**config.mk**
```make
export PLATFORM = sky130hd
export DESIGN_NAME = tcb_lib_register_response
export DESIGN_NICKNAME = d
export VERILOG_FILES = /design/src/tcb_pkg.sv /design/src/tcb_lib_register_response.sv
export VERILOG_INCLUDE_DIRS = /design/src
export SDC_FILE = /design/constraint.sdc
export NUM_CORES = 1
export LEC_CHECK = 0
export ABC_CLOCK_PERIOD_IN_PS = 1700
export BUFFER_PORTS_ARGS = -buffer_cell sky130_fd_sc_hd__buf_2
export CAP_MARGIN = 25
export CORE_ASPECT_RATIO = 0.9
export CORE_UTILIZATION = 30
export DETAILED_ROUTE_END_ITERATION = 6
export GPL_TIMING_DRIVEN = 0
export PLACE_DENSITY = 0.73
export SYNTH_ARGS = -nofsm -noshare
export SYNTH_HDL_FRONTEND = slang
export SYNTH_SLANG_ARGS = --single-unit
```
**constraint.sdc**
```tcl
create_clock -name man -period 1.7 [get_ports man]
set_clock_uncertainty 0.1 [all_clocks]
set_input_delay 0.085 -clock man [delete_from_list [all_inputs] [get_ports man]]
set_output_delay 0.085 -clock man [all_outputs]
set_load 0.01 [all_outputs]
```
**src/tcb_params.svh**
```systemverilog
// tightly coupled bus parameters
// bus widths and memory depths shared by the package and the RTL

`ifndef TCB_PARAMS_SVH
`define TCB_PARAMS_SVH

////////////////////////////////////////////////////////////
// bus widths
////////////////////////////////////////////////////////////

// word address, bit 9 picks the region
`define TCB_ADR_W 10
`define TCB_DAT_W 32
// one enable per data byte
`define TCB_BEN_W 4

////////////////////////////////////////////////////////////
// memory depths, log2 of word count
////////////////////////////////////////////////////////////

`define TCB_MEM0_DEPTH_LOG 8
`define TCB_MEM1_DEPTH_LOG 6

`endif

```
**src/tcb_pkg.sv**
```systemverilog
// tightly coupled bus types
// request and response payloads as packed structs

`include "tcb_params.svh"

package tcb_pkg;

  ////////////////////////////////////////////////////////////
  // request, driven by the manager side
  ////////////////////////////////////////////////////////////

  typedef struct packed {
    // write enable, low means read
    logic                   wen;
    // byte enables
    logic [`TCB_BEN_W-1:0]  ben;
    // word address
    logic [`TCB_ADR_W-1:0]  adr;
    // write data
    logic [`TCB_DAT_W-1:0]  wdt;
  } req_t;

  ////////////////////////////////////////////////////////////
  // response, driven by the subordinate side
  ////////////////////////////////////////////////////////////

  typedef struct packed {
    // read data
    logic [`TCB_DAT_W-1:0]  rdt;
    // error status, high on out of range
    logic                   sts;
  } rsp_t;

endpackage

```
**src/tcb_lib_register_response.sv**
```systemverilog
// tcb register slice on the response path
// request passes through, response gets one extra register stage

`timescale 1ns/100ps

module tcb_lib_register_response (
  input  logic           man,
  input  logic           reset,
  // upstream side, manager connects here
  input  logic           sub_vld,
  input  tcb_pkg::req_t  sub_req,
  output tcb_pkg::rsp_t  sub_rsp,
  // downstream side, subordinate connects here
  output logic           man_vld,
  output tcb_pkg::req_t  man_req,
  input  tcb_pkg::rsp_t  man_rsp
);

  ////////////////////////////////////////////////////////////
  // request path
  ////////////////////////////////////////////////////////////

  // no request stage, straight through
  assign man_vld = sub_vld;
  assign man_req = sub_req;

  ////////////////////////////////////////////////////////////
  // read flag
  ////////////////////////////////////////////////////////////

  logic rd_q;

  // marks the downstream response of the next cycle
  always_ff @(posedge man)
  begin
    if (reset)
    begin
      rd_q <= 1'b0;
    end
    else
    begin
      rd_q <= sub_vld & ~sub_req.wen;
    end
  end

  ////////////////////////////////////////////////////////////
  // response register
  ////////////////////////////////////////////////////////////

  always_ff @(posedge man)
  begin
    if (reset)
    begin
      sub_rsp <= '0;
    end
    else
    begin
      // status every cycle
      sub_rsp.sts <= man_rsp.sts;
      // read data only behind a read, else hold the last read
      if (rd_q)
      begin
        sub_rsp.rdt <= man_rsp.rdt;
      end
    end
  end

endmodule

```
## Word level (Yosys, flattened, before mapping)

Cells that the tools add are included.

| word-level totals | value |
|---|---|
| register bits after elaboration | 34 |
| input bits | 83 |
| output and inout port bits | 81 |
| word-level logic and storage cells | 5 |

| cells by class | value |
|---|---|
| bitwise logic cells | 2 |

Operators with widths:

| kind | number |
|---|---|
| AND 1 bit | 1 |
| NOT 1 bit | 1 |

## Depth between registers and ports, before layout

| depth | value |
|---|---|
| depth in word-level cells | 2 |
| depth in mapped cells | 4 |

## Worst setup path before layout

OpenSTA, ideal clock, no wires.

| path | value |
|---|---|
| path type | flip-flop to flip-flop |
| from | reg rd_q |
| to | reg sub_rsp[19] in the netlist's numbering |
| setup time | 0.128 ns |
| arrival time | 0.784 ns |
| required time | 1.472 ns |
| slack | 0.689 ns |
| stages on the path, launching flop included | 5 |
| path buffers | 2 |
| clock period less this slack | 1.011 ns |
| cell sequence | dfxtp_1 buf_6 buf_12 mux2i_1 nor2_1 |

RTL lines:

| what | RTL line | text |
|---|---|---|
| from (decl) | tcb_lib_register_response.sv:31 | `logic rd_q;` |
| from (signal assigned) | tcb_lib_register_response.sv:42 | `rd_q <= sub_vld & ~sub_req.wen;` |
| to (decl) | tcb_lib_register_response.sv:12 | `output tcb_pkg::rsp_t sub_rsp,` |

==> results.ini <==
[timing]
postLayoutSetupSlackWorst_ns=0.229
rsz0062_at_grt=no
drv_slew=0
relSlewSlack_pct=69.8
fin_crit_sh_pct=86.6
timing.fmax_mhz=680
finalHoldViolCount=0
tns_ns=0
post-route-min-period_ns=1.47
final-setup-viol-count=0
worst_pin_slew_ns=0.452

[global_route]
grt_pass1_wl_um=6100
grt_max_degree=12
antenna_found_initial=0
grt_overflow=0
grtUsageTotal_pct=14.2
grt_pass1_vias=1423

[yosys]
syn_area_sq_um=1590
ys_ff_latch=34
syn-num-nets=239
synthCells=156
synth_warnings=0
synth_area_per_cell_sq_um=10.2
yosysSeqAreaShare_pct=42.9
ys_types=10

[setup_path]
cp_max_fo=5
reg2reg_depth=4
arrival_ns=1.53
worstSetupPathDepth=4
cp_top_family=buffers and inverters
critical_path.startpoint_type=flop
crit_path_end_kind=flop
crit_path_top_delay_cell=dlygate4sd3_1
worstPathRequired_ns=1.76
reg2reg_to=sub_rsp[29]
worstPathCellList=buf_6, mux2i_1, nor2_1, dlygate4sd3_1
r2r_slack_ns=0.23
slowest_delay_ns=0.55
worstReg2RegStart=rd_q
path_buf_inv=2
path_class=flop to flop

[final_layout]
fillerInstances=421
antennaDiodeCount=0
syn2layout_area_growth_pct=74.7
nNetsFinal=400
layout.cells.non_filler=383
design_area_sq_um=2770
drive_gt1_share_pct=56.3

[detailed_routing]
vias=1563
via_per_inst=4.08
ant_nets=0
wire_per_inst_um=10.8
drc=0
firstDrtPassIters=4
totalWireLength_um=4150
drt_iter0_drc=29

[clock_tree]
clockRootBuffer=clkbuf_8
tritoncts=built
htree_levels=2
path_clk_slew_ns=0.07
numCtsBuffers=5
holdBufCountCts=38
post_cts_buffers=0
clk_latency_ns=0.28
clock_path_buffers=2
clock-sinks=34
cts_resized=0

[floorplanning]
die_y_um=71.0
core_sq_um=4950
die_area_sq_um=5580
die_w_um=78.6
row_count=24
start_util_pct=32.0
num_io_pins=164

[place]
place_ws_ns=0.593
gp_congestion=0.687
port_buffers=116
post-dp-hpwl_um=2690
dpl_cell_area_sq_um=2250
dp_cells=337

[hold_path]
holdCritPathClass=input port to flop
holdCritStartpoint=reset
min_to=sub_rsp[9]
hold_depth=3

[pwr]
peakVddDrop_mv=0.348
leakagePower_nw=1.43
power.total_mw=2.16
cellPowerDensity_nw_per_um2=780

[outcome]
status=completed

[flow_run]
drv_cap=0

==> how the worst max path moves through the flow <==
stage                     start     endpoint  slack (ns)
final                      rd_q  sub_rsp[29]        0.23
after global routing       rd_q  sub_rsp[32]        0.16
after CTS                  rd_q  sub_rsp[29]        0.23
after detailed placement   rd_q   sub_rsp[1]        0.59
after global placement     rd_q  sub_rsp[20]        0.63
after floorplan            rd_q  sub_rsp[19]        0.69
==> kinds of logic (layout without fill, tap and decap cells) <==
logic type	count (synthesis)	in the layout	share of synthesized area (%)
muxes	32	32	20.2
DFF	34	34	42.9
and+or+nand+nor	34	34	8.45
buffers and inverters	56	218	28.4
==> layer usage <==
| metal | vias to the layer above | wire (um) | GRT usage [%] |
|---|---|---|---|
| met4 | 0 | 54 | 5.56 |
| met3 | 7 | 343 | 4.26 |
| met1 | 694 | 1520 | 13.6 |
| met5 | - | 0 | 0 |
| met2 | 91 | 2230 | 28.0 |
| li1 | 771 | - | - |
==> cells in the mapped netlist <==
cell	instances	share of area (%)
mux2i_1	32	20
nor2b_1	1	0.39
buf_12	3	3.8
nor3b_1	1	0.47
clkbuf_1	1	0.24
buf_6	1	0.71
dfxtp_1	34	43
buf_4	48	23
nor2_1	32	7.6
buf_2	3	0.95
==> sequential cells by signal, summed over array words and instances, names as in the netlist <==
register / flops
rd_q: 1
sub_rsp: 33
==> worst min-delay path: cells and delay by family <==
kind | cells | cell delay, ns
buffers and inverters | 2 | 0.33
AND/OR/NAND/NOR | 1 | 0.10
==> final cells by class <==
class | count | area, sq um | share of cell area, %
tap | 65 | 81.3 | 2.94
timing repair buffer | 154 | 961 | 34.7
clock inverter | 2 | 60.1 | 2.17
multi-input combinational | 66 | 454 | 16.4
clock buffer | 6 | 82.6 | 2.98
sequential | 34 | 681 | 24.6
buffer | 56 | 450 | 16.3
==> cells in the final DEF (no fill, tap or decap) <==
| master | count |
|---|---|
| mux2i_1 | 32 |
| buf_6 | 1 |
| nor2_1 | 32 |
| dlygate4sd3_1 | 38 |
| nor3b_1 | 1 |
| dfxtp_1 | 34 |
| clkbuf_1 | 1 |
| clkbuf_8 | 6 |
| nor2b_1 | 1 |
| bufinv_16 | 2 |
| buf_12 | 3 |
| buf_4 | 48 |
| buf_2 | 119 |
==> metrics by stage <==
stage          util, %  hold WS [ns]
6_report          55.9         0.179
2_1_floorplan        -        0.0611
5_1_grt           55.9         0.198
3_5_place_dp      45.4         0.182
3_3_place_gp      45.4         0.173
4_1_cts           55.9         0.177
==> report_power, final <==
part | total (mW) | internal [mW] | switching [mW] | leakage (nW)
sequential | 0.837 | 0.824 | 0.0128 | 0.277
clock | 0.913 | 0.625 | 0.288 | 0.0714
combinational | 0.409 | 0.254 | 0.155 | 1.08
Power figures use the tool's default switching activity.
