==> src/tcb_params.svh <==
// tightly coupled bus parameters
// bus widths and memory depths shared by the package and the RTL

`ifndef TCB_PARAMS_SVH
`define TCB_PARAMS_SVH

////////////////////////////////////////////////////////////
// bus widths
////////////////////////////////////////////////////////////

// word address, bit 9 picks the region
`define TCB_ADR_W 10
`define TCB_DAT_W 32
// one enable per data byte
`define TCB_BEN_W 4

////////////////////////////////////////////////////////////
// memory depths, log2 of word count
////////////////////////////////////////////////////////////

`define TCB_MEM0_DEPTH_LOG 8
`define TCB_MEM1_DEPTH_LOG 6

`endif

==> src/tcb_pkg.sv <==
// tightly coupled bus types
// request and response payloads as packed structs

`include "tcb_params.svh"

package tcb_pkg;

  ////////////////////////////////////////////////////////////
  // request, driven by the manager side
  ////////////////////////////////////////////////////////////

  typedef struct packed {
    // write enable, low means read
    logic                   wen;
    // byte enables
    logic [`TCB_BEN_W-1:0]  ben;
    // word address
    logic [`TCB_ADR_W-1:0]  adr;
    // write data
    logic [`TCB_DAT_W-1:0]  wdt;
  } req_t;

  ////////////////////////////////////////////////////////////
  // response, driven by the subordinate side
  ////////////////////////////////////////////////////////////

  typedef struct packed {
    // read data
    logic [`TCB_DAT_W-1:0]  rdt;
    // error status, high on out of range
    logic                   sts;
  } rsp_t;

endpackage

==> src/tcb_lib_decoder.sv <==
// tcb address decoder, one manager to two subordinates
// routes requests by address bit 9, muxes the response a cycle later

`timescale 1ns/100ps

`include "tcb_params.svh"

module tcb_lib_decoder (
  input  logic           man,
  input  logic           reset,
  // upstream side
  input  logic           sub_vld,
  input  tcb_pkg::req_t  sub_req,
  output tcb_pkg::rsp_t  sub_rsp,
  // region 0 subordinate
  output logic           man0_vld,
  output tcb_pkg::req_t  man0_req,
  input  tcb_pkg::rsp_t  man0_rsp,
  // region 1 subordinate
  output logic           man1_vld,
  output tcb_pkg::req_t  man1_req,
  input  tcb_pkg::rsp_t  man1_rsp
);

  ////////////////////////////////////////////////////////////
  // address decode
  ////////////////////////////////////////////////////////////

  // top address bit is the region select
  logic          region;
  tcb_pkg::req_t fwd_req;

  assign region = sub_req.adr[`TCB_ADR_W-1];

  // forwarded request, region bit stripped
  always_comb
  begin
    fwd_req = sub_req;
    fwd_req.adr[`TCB_ADR_W-1] = 1'b0;
  end

  ////////////////////////////////////////////////////////////
  // request routing
  ////////////////////////////////////////////////////////////

  // vld reaches exactly one subordinate
  assign man0_vld = sub_vld & ~region;
  assign man1_vld = sub_vld &  region;

  // payload goes to both, only the selected one acts on it
  assign man0_req = fwd_req;
  assign man1_req = fwd_req;

  ////////////////////////////////////////////////////////////
  // response select
  ////////////////////////////////////////////////////////////

  logic sel_q;

  // region of the last transfer, delay 1 to match the memories
  // on idle cycles the last answering memory stays selected
  always_ff @(posedge man)
  begin
    if (reset)
    begin
      sel_q <= 1'b0;
    end
    else if (sub_vld)
    begin
      sel_q <= region;
    end
  end

  // response mux
  assign sub_rsp = sel_q ? man1_rsp : man0_rsp;

endmodule

==> config.mk <==
export PLATFORM = sky130hd
export DESIGN_NAME = tcb_lib_decoder
export DESIGN_NICKNAME = d
export VERILOG_FILES = /design/src/tcb_pkg.sv /design/src/tcb_lib_decoder.sv
export VERILOG_INCLUDE_DIRS = /design/src
export SDC_FILE = /design/constraint.sdc
export NUM_CORES = 1
export LEC_CHECK = 0
export BUFFER_PORTS_ARGS = -buffer_cell sky130_fd_sc_hd__buf_2
export CAP_MARGIN = 40
export CORE_AREA = 5 5 92 94
export CTS_BUF_LIST = sky130_fd_sc_hd__clkbuf_4
export CTS_CLUSTER_SIZE = 20
export DETAILED_ROUTE_END_ITERATION = 8
export DIE_AREA = 0 0 97 99
export GPL_TIMING_DRIVEN = 0
export HOLD_SLACK_MARGIN = 0.15
export PLACE_DENSITY_LB_ADDON = 0.05
export SLEW_MARGIN = 20
export SYNTH_ARGS = -nofsm -noshare
export SYNTH_HDL_FRONTEND = slang
export SYNTH_SLANG_ARGS = --single-unit
==> constraint.sdc <==
create_clock -name man -period 1.1 [get_ports man]
set_input_delay 0.055 -clock man [delete_from_list [all_inputs] [get_ports man]]
set_output_delay 0.055 -clock man [all_outputs]
set_load 0.1 [all_outputs]
# After elaboration in Yosys (flattened, before gate mapping)
# Cells that the tools add are included.
totals:
  register_bits: 1
  rom_bits: 0
  wordCells: 5
  output_inout_bits: 129
  mem_count: 0
  ramBits: 0
  input_bits: 116
  latch_bits: 0
classes:
  shifts: 0
  reduce_logical: 0
  add_sub_neg: 0
  n_mul: 0
  n_lt_le_gt_ge: 0
  mux: 1
  bitwise_logic: 3
  div: 0
  n_eq_ne: 0
op_table:
  columns: ["op", "count"]
  rows:
  - ["33-bit 2-to-1 mux", 1]
  - ["1-bit bitwise AND", 2]
  - ["1-bit inverter", 1]

# Depth between registers and ports, before layout
depth:
  ltp_word: 2
  mapped_depth: 4
  mapped_depth_nobuf: 2

# Worst setup path before layout
# No wires, ideal clock.
synth_path:
  path_kind: "input port to output port"
  startpoint: "in sub_req[41] in the netlist's numbering"
  endpoint: "out man0_vld"
  path_slack_ps: -345
  t_arrival_ps: 1390
  n_path_buf: 0
  t_required_ps: 1045
  stages: 1
  cell_sequence: "nor2b_1"
synth_between:
  elab_chain_cells: 2
synth_rtl:
  columns: ["element", "line_no", "rtl"]
  rows:
  - ["start, declared", "tcb_lib_decoder.sv:13", "input tcb_pkg::req_t sub_req,"]
  - ["1-bit inverter", "tcb_lib_decoder.sv:47", "assign man0_vld = sub_vld & ~region;"]
  - ["1-bit bitwise AND", "tcb_lib_decoder.sv:47", null]
  - ["end, declared", "tcb_lib_decoder.sv:16", "output logic man0_vld,"]
# No other way between the ends.

==> summary.md <==
| Metric | Value |
|---|---|
| Cell Pwr Density | 1162 nW/um^2 |
| Critical Path End Type | output pin |
| Min-delay worst type | input port to flop |
| Biggest register | sel_q |
| WHS Path Cells | 2 |
| WL met2 | 3256 um |
| First-pass GRT wire length | 8114 um |
| M1 WL | 1586 um |
| Max-slew violations | 0 |
| Number of flip-flops under the largest register name | 1 |
| Final Hold Viols | 0 |
| Tot GR Track Use | 0.09976 |
| Tot Pwr | 3.380 mW |
| Final WS setup | -0.03974 ns |
| Die width | 97 um |
| Core Footprint | 7567 um^2 |
| Largest net degree at the start of global routing | 11 |
| Unrepaired setup endpoints after global routing | yes |
| Site Rows | 32 |
| Violations in the final reports | negative setup slack |
| RePlAce Congestion | 0.7686 |
| First DRT Iteration DRCs | 23 |
| Reg area | 21.27 um^2 |
| Post-Synthesis Cell Area | 1308 um^2 |
| Hold_ws | 0.2100 ns |
| Setup CP Type | flop to output pin |
| Max Cap Viol | 0 |
| Io pins | 245 |
| HPWL Detailed | 4980 um |
| Unique masters post-synth | 11 |
| Post-Synth XOR/XNOR Area | 0 |
| Adder-Cell Fraction of Synth Area | 0 |
| VDD IR max | 449.9 uV |
| Vias in the first global route | 1,629 |
| Multiplexer area fraction after synthesis | 0.3751 |
| Final Cycle Share | 1.036 |
| Met3 WL | 684 um |
| Vert. Die Dim | 99 um |
| Fraction of layout instances using a drive strength above 1 | 0.9851 |
| Fill cell count | 770 |
| Worst skew pair latency | 0 ns |
| Yosys warning count | 0 |
| Req. time, crit path | 1.04 ns |
| CP max FO | 10 |
| Max Clk Rate | 0.8774 GHz |
| Initial antenna violation count | 0 |
| Final setup fails | 33 |
| Seq/Total Area, Yosys | 0.01531 |
| Setup WS pre-CTS | -0.1772 ns |
| P_leak | 1.687 nW |
| Antenna cell count | 0 |
| Final Critical Period | 1.140 ns |
| Pre-antenna DRT Iters | 2 |
| Setup TNS Final | -0.9030 ns |
| Post-Layout Cell Count | 437 |
| Post-Syn Instances | 137 |
| Reg-to-reg slack, setup | 0.23 ns |
| Worst R2R Path Depth | 4 |
| Placed insts | 436 |
| Reg clk slew, reported paths | 0 ns |
| Skew final | 0 ns |
| Area Overhead vs Synth | 122.4% |
| Port Buf Inserts | 196 |
| Synth Register Bits | 1 |
| DR top layer | met3 |
| Post-Synth Simple-Gate Area | 0.01244 |
| Worst Setup Start Kind | flop |
| Main combinational cell family by area after synthesis | buffers and inverters |
| WL/cell | 12.65 um |
| Final wirelength | 5526 um |
| Largest registers | sel_q x1 |
| Total grt overflow | 0 |
| Synth Area in Compound Gates | 0 |
| Status | finished, violations left |
| Syn Area/Cell | 9.544 um^2 |
| Initial Util | 0.1728 |
| DR vias/cell | 3.403 |
| Die area | 9603 um^2 |
| DRC violations left | 0 |
| DRT antenna net count | 0 |
| Arrival @ worst endpoint | 1.08 ns |
| Post-layout net count | 453 |
| Multi-input logic area | 516.7 um^2 |
| Via count | 1,487 |
## layer usage
| metal | track usage | up-vias |
|---|---|---|
| li1 | - | 740 |
| met2 | 0.2171 | 120 |
| met5 | 0 | - |
| met4 | 0 | 0 |
| met1 | 0.09167 | 627 |
| met3 | 0.03609 | 0 |
## cells in the mapped netlist (all sizes together)
cell	instances	area, um^2
buf	98	777.0
nor2b	1	6.260
and2	1	6.260
dfxtp	1	20.02
conb	1	3.750
mux2	33	480.5
mux2i	1	10.01
nor2	1	3.750
## through the flow
step           utilization  area (um^2)
2_1_floorplan            -         1314
3_3_place_gp        0.3201         2422
3_5_place_dp        0.3201         2422
4_1_cts             0.3816         2888
5_1_grt             0.3843         2908
6_report            0.3843         2908
## worst max-delay path, cell delays in order (launching register included)
cell and delay [ns]:
dfxtp_2 0.31, buf_8 0.13, buf_12 0.15, mux2_4 0.32, buf_12 0.17
## final cells by class
cell class,count,area share
repair buffers,197,0.5026
plain buffers,98,0.2685
multi-input cells,39,0.1777
well taps,102,0.04389
flip-flops and latches,1,0.007315
## placed cells by master, fill, tap and decap left out
master	instances
buf_2	163
buf_6	4
mux2i_1	1
nor2_1	1
mux2_2	4
conb_1	2
dfxtp_2	1
mux2_4	29
and2_1	1
buf_12	33
nor2b_2	1
buf_4	94
buf_8	1
## kinds of logic (layout without fill, tap and decap cells)
logic type    Yosys count  after routing
mux                    34             34
simple gates            3              3
other cells             1              2
buf+inv                98            295
flops                   1              1
## where the power goes
group	switching, mW	total, mW	internal, mW
logic	2.40	3.34	0.941
registers	0.00128	0.0409	0.0396
clock network	0	0	0
## worst paths after layout
| check | start | endpoint |
|---|---|---|
| setup / recovery | sel_q | sub_rsp[3] |
| hold / removal | reset | sel_q |
| setup reg to reg | sel_q | sel_q |
| hold reg to reg | sel_q | sel_q |
## timing repair
item	CTS	global route
buffers inserted	0	1
pin swaps	0	0
hold buffers	0	0
hold endpoints to repair	0	0
setup endpoints to repair	33	29
gates resized for setup	126	0
No activity file was read; power rests on OpenSTA's default activity.
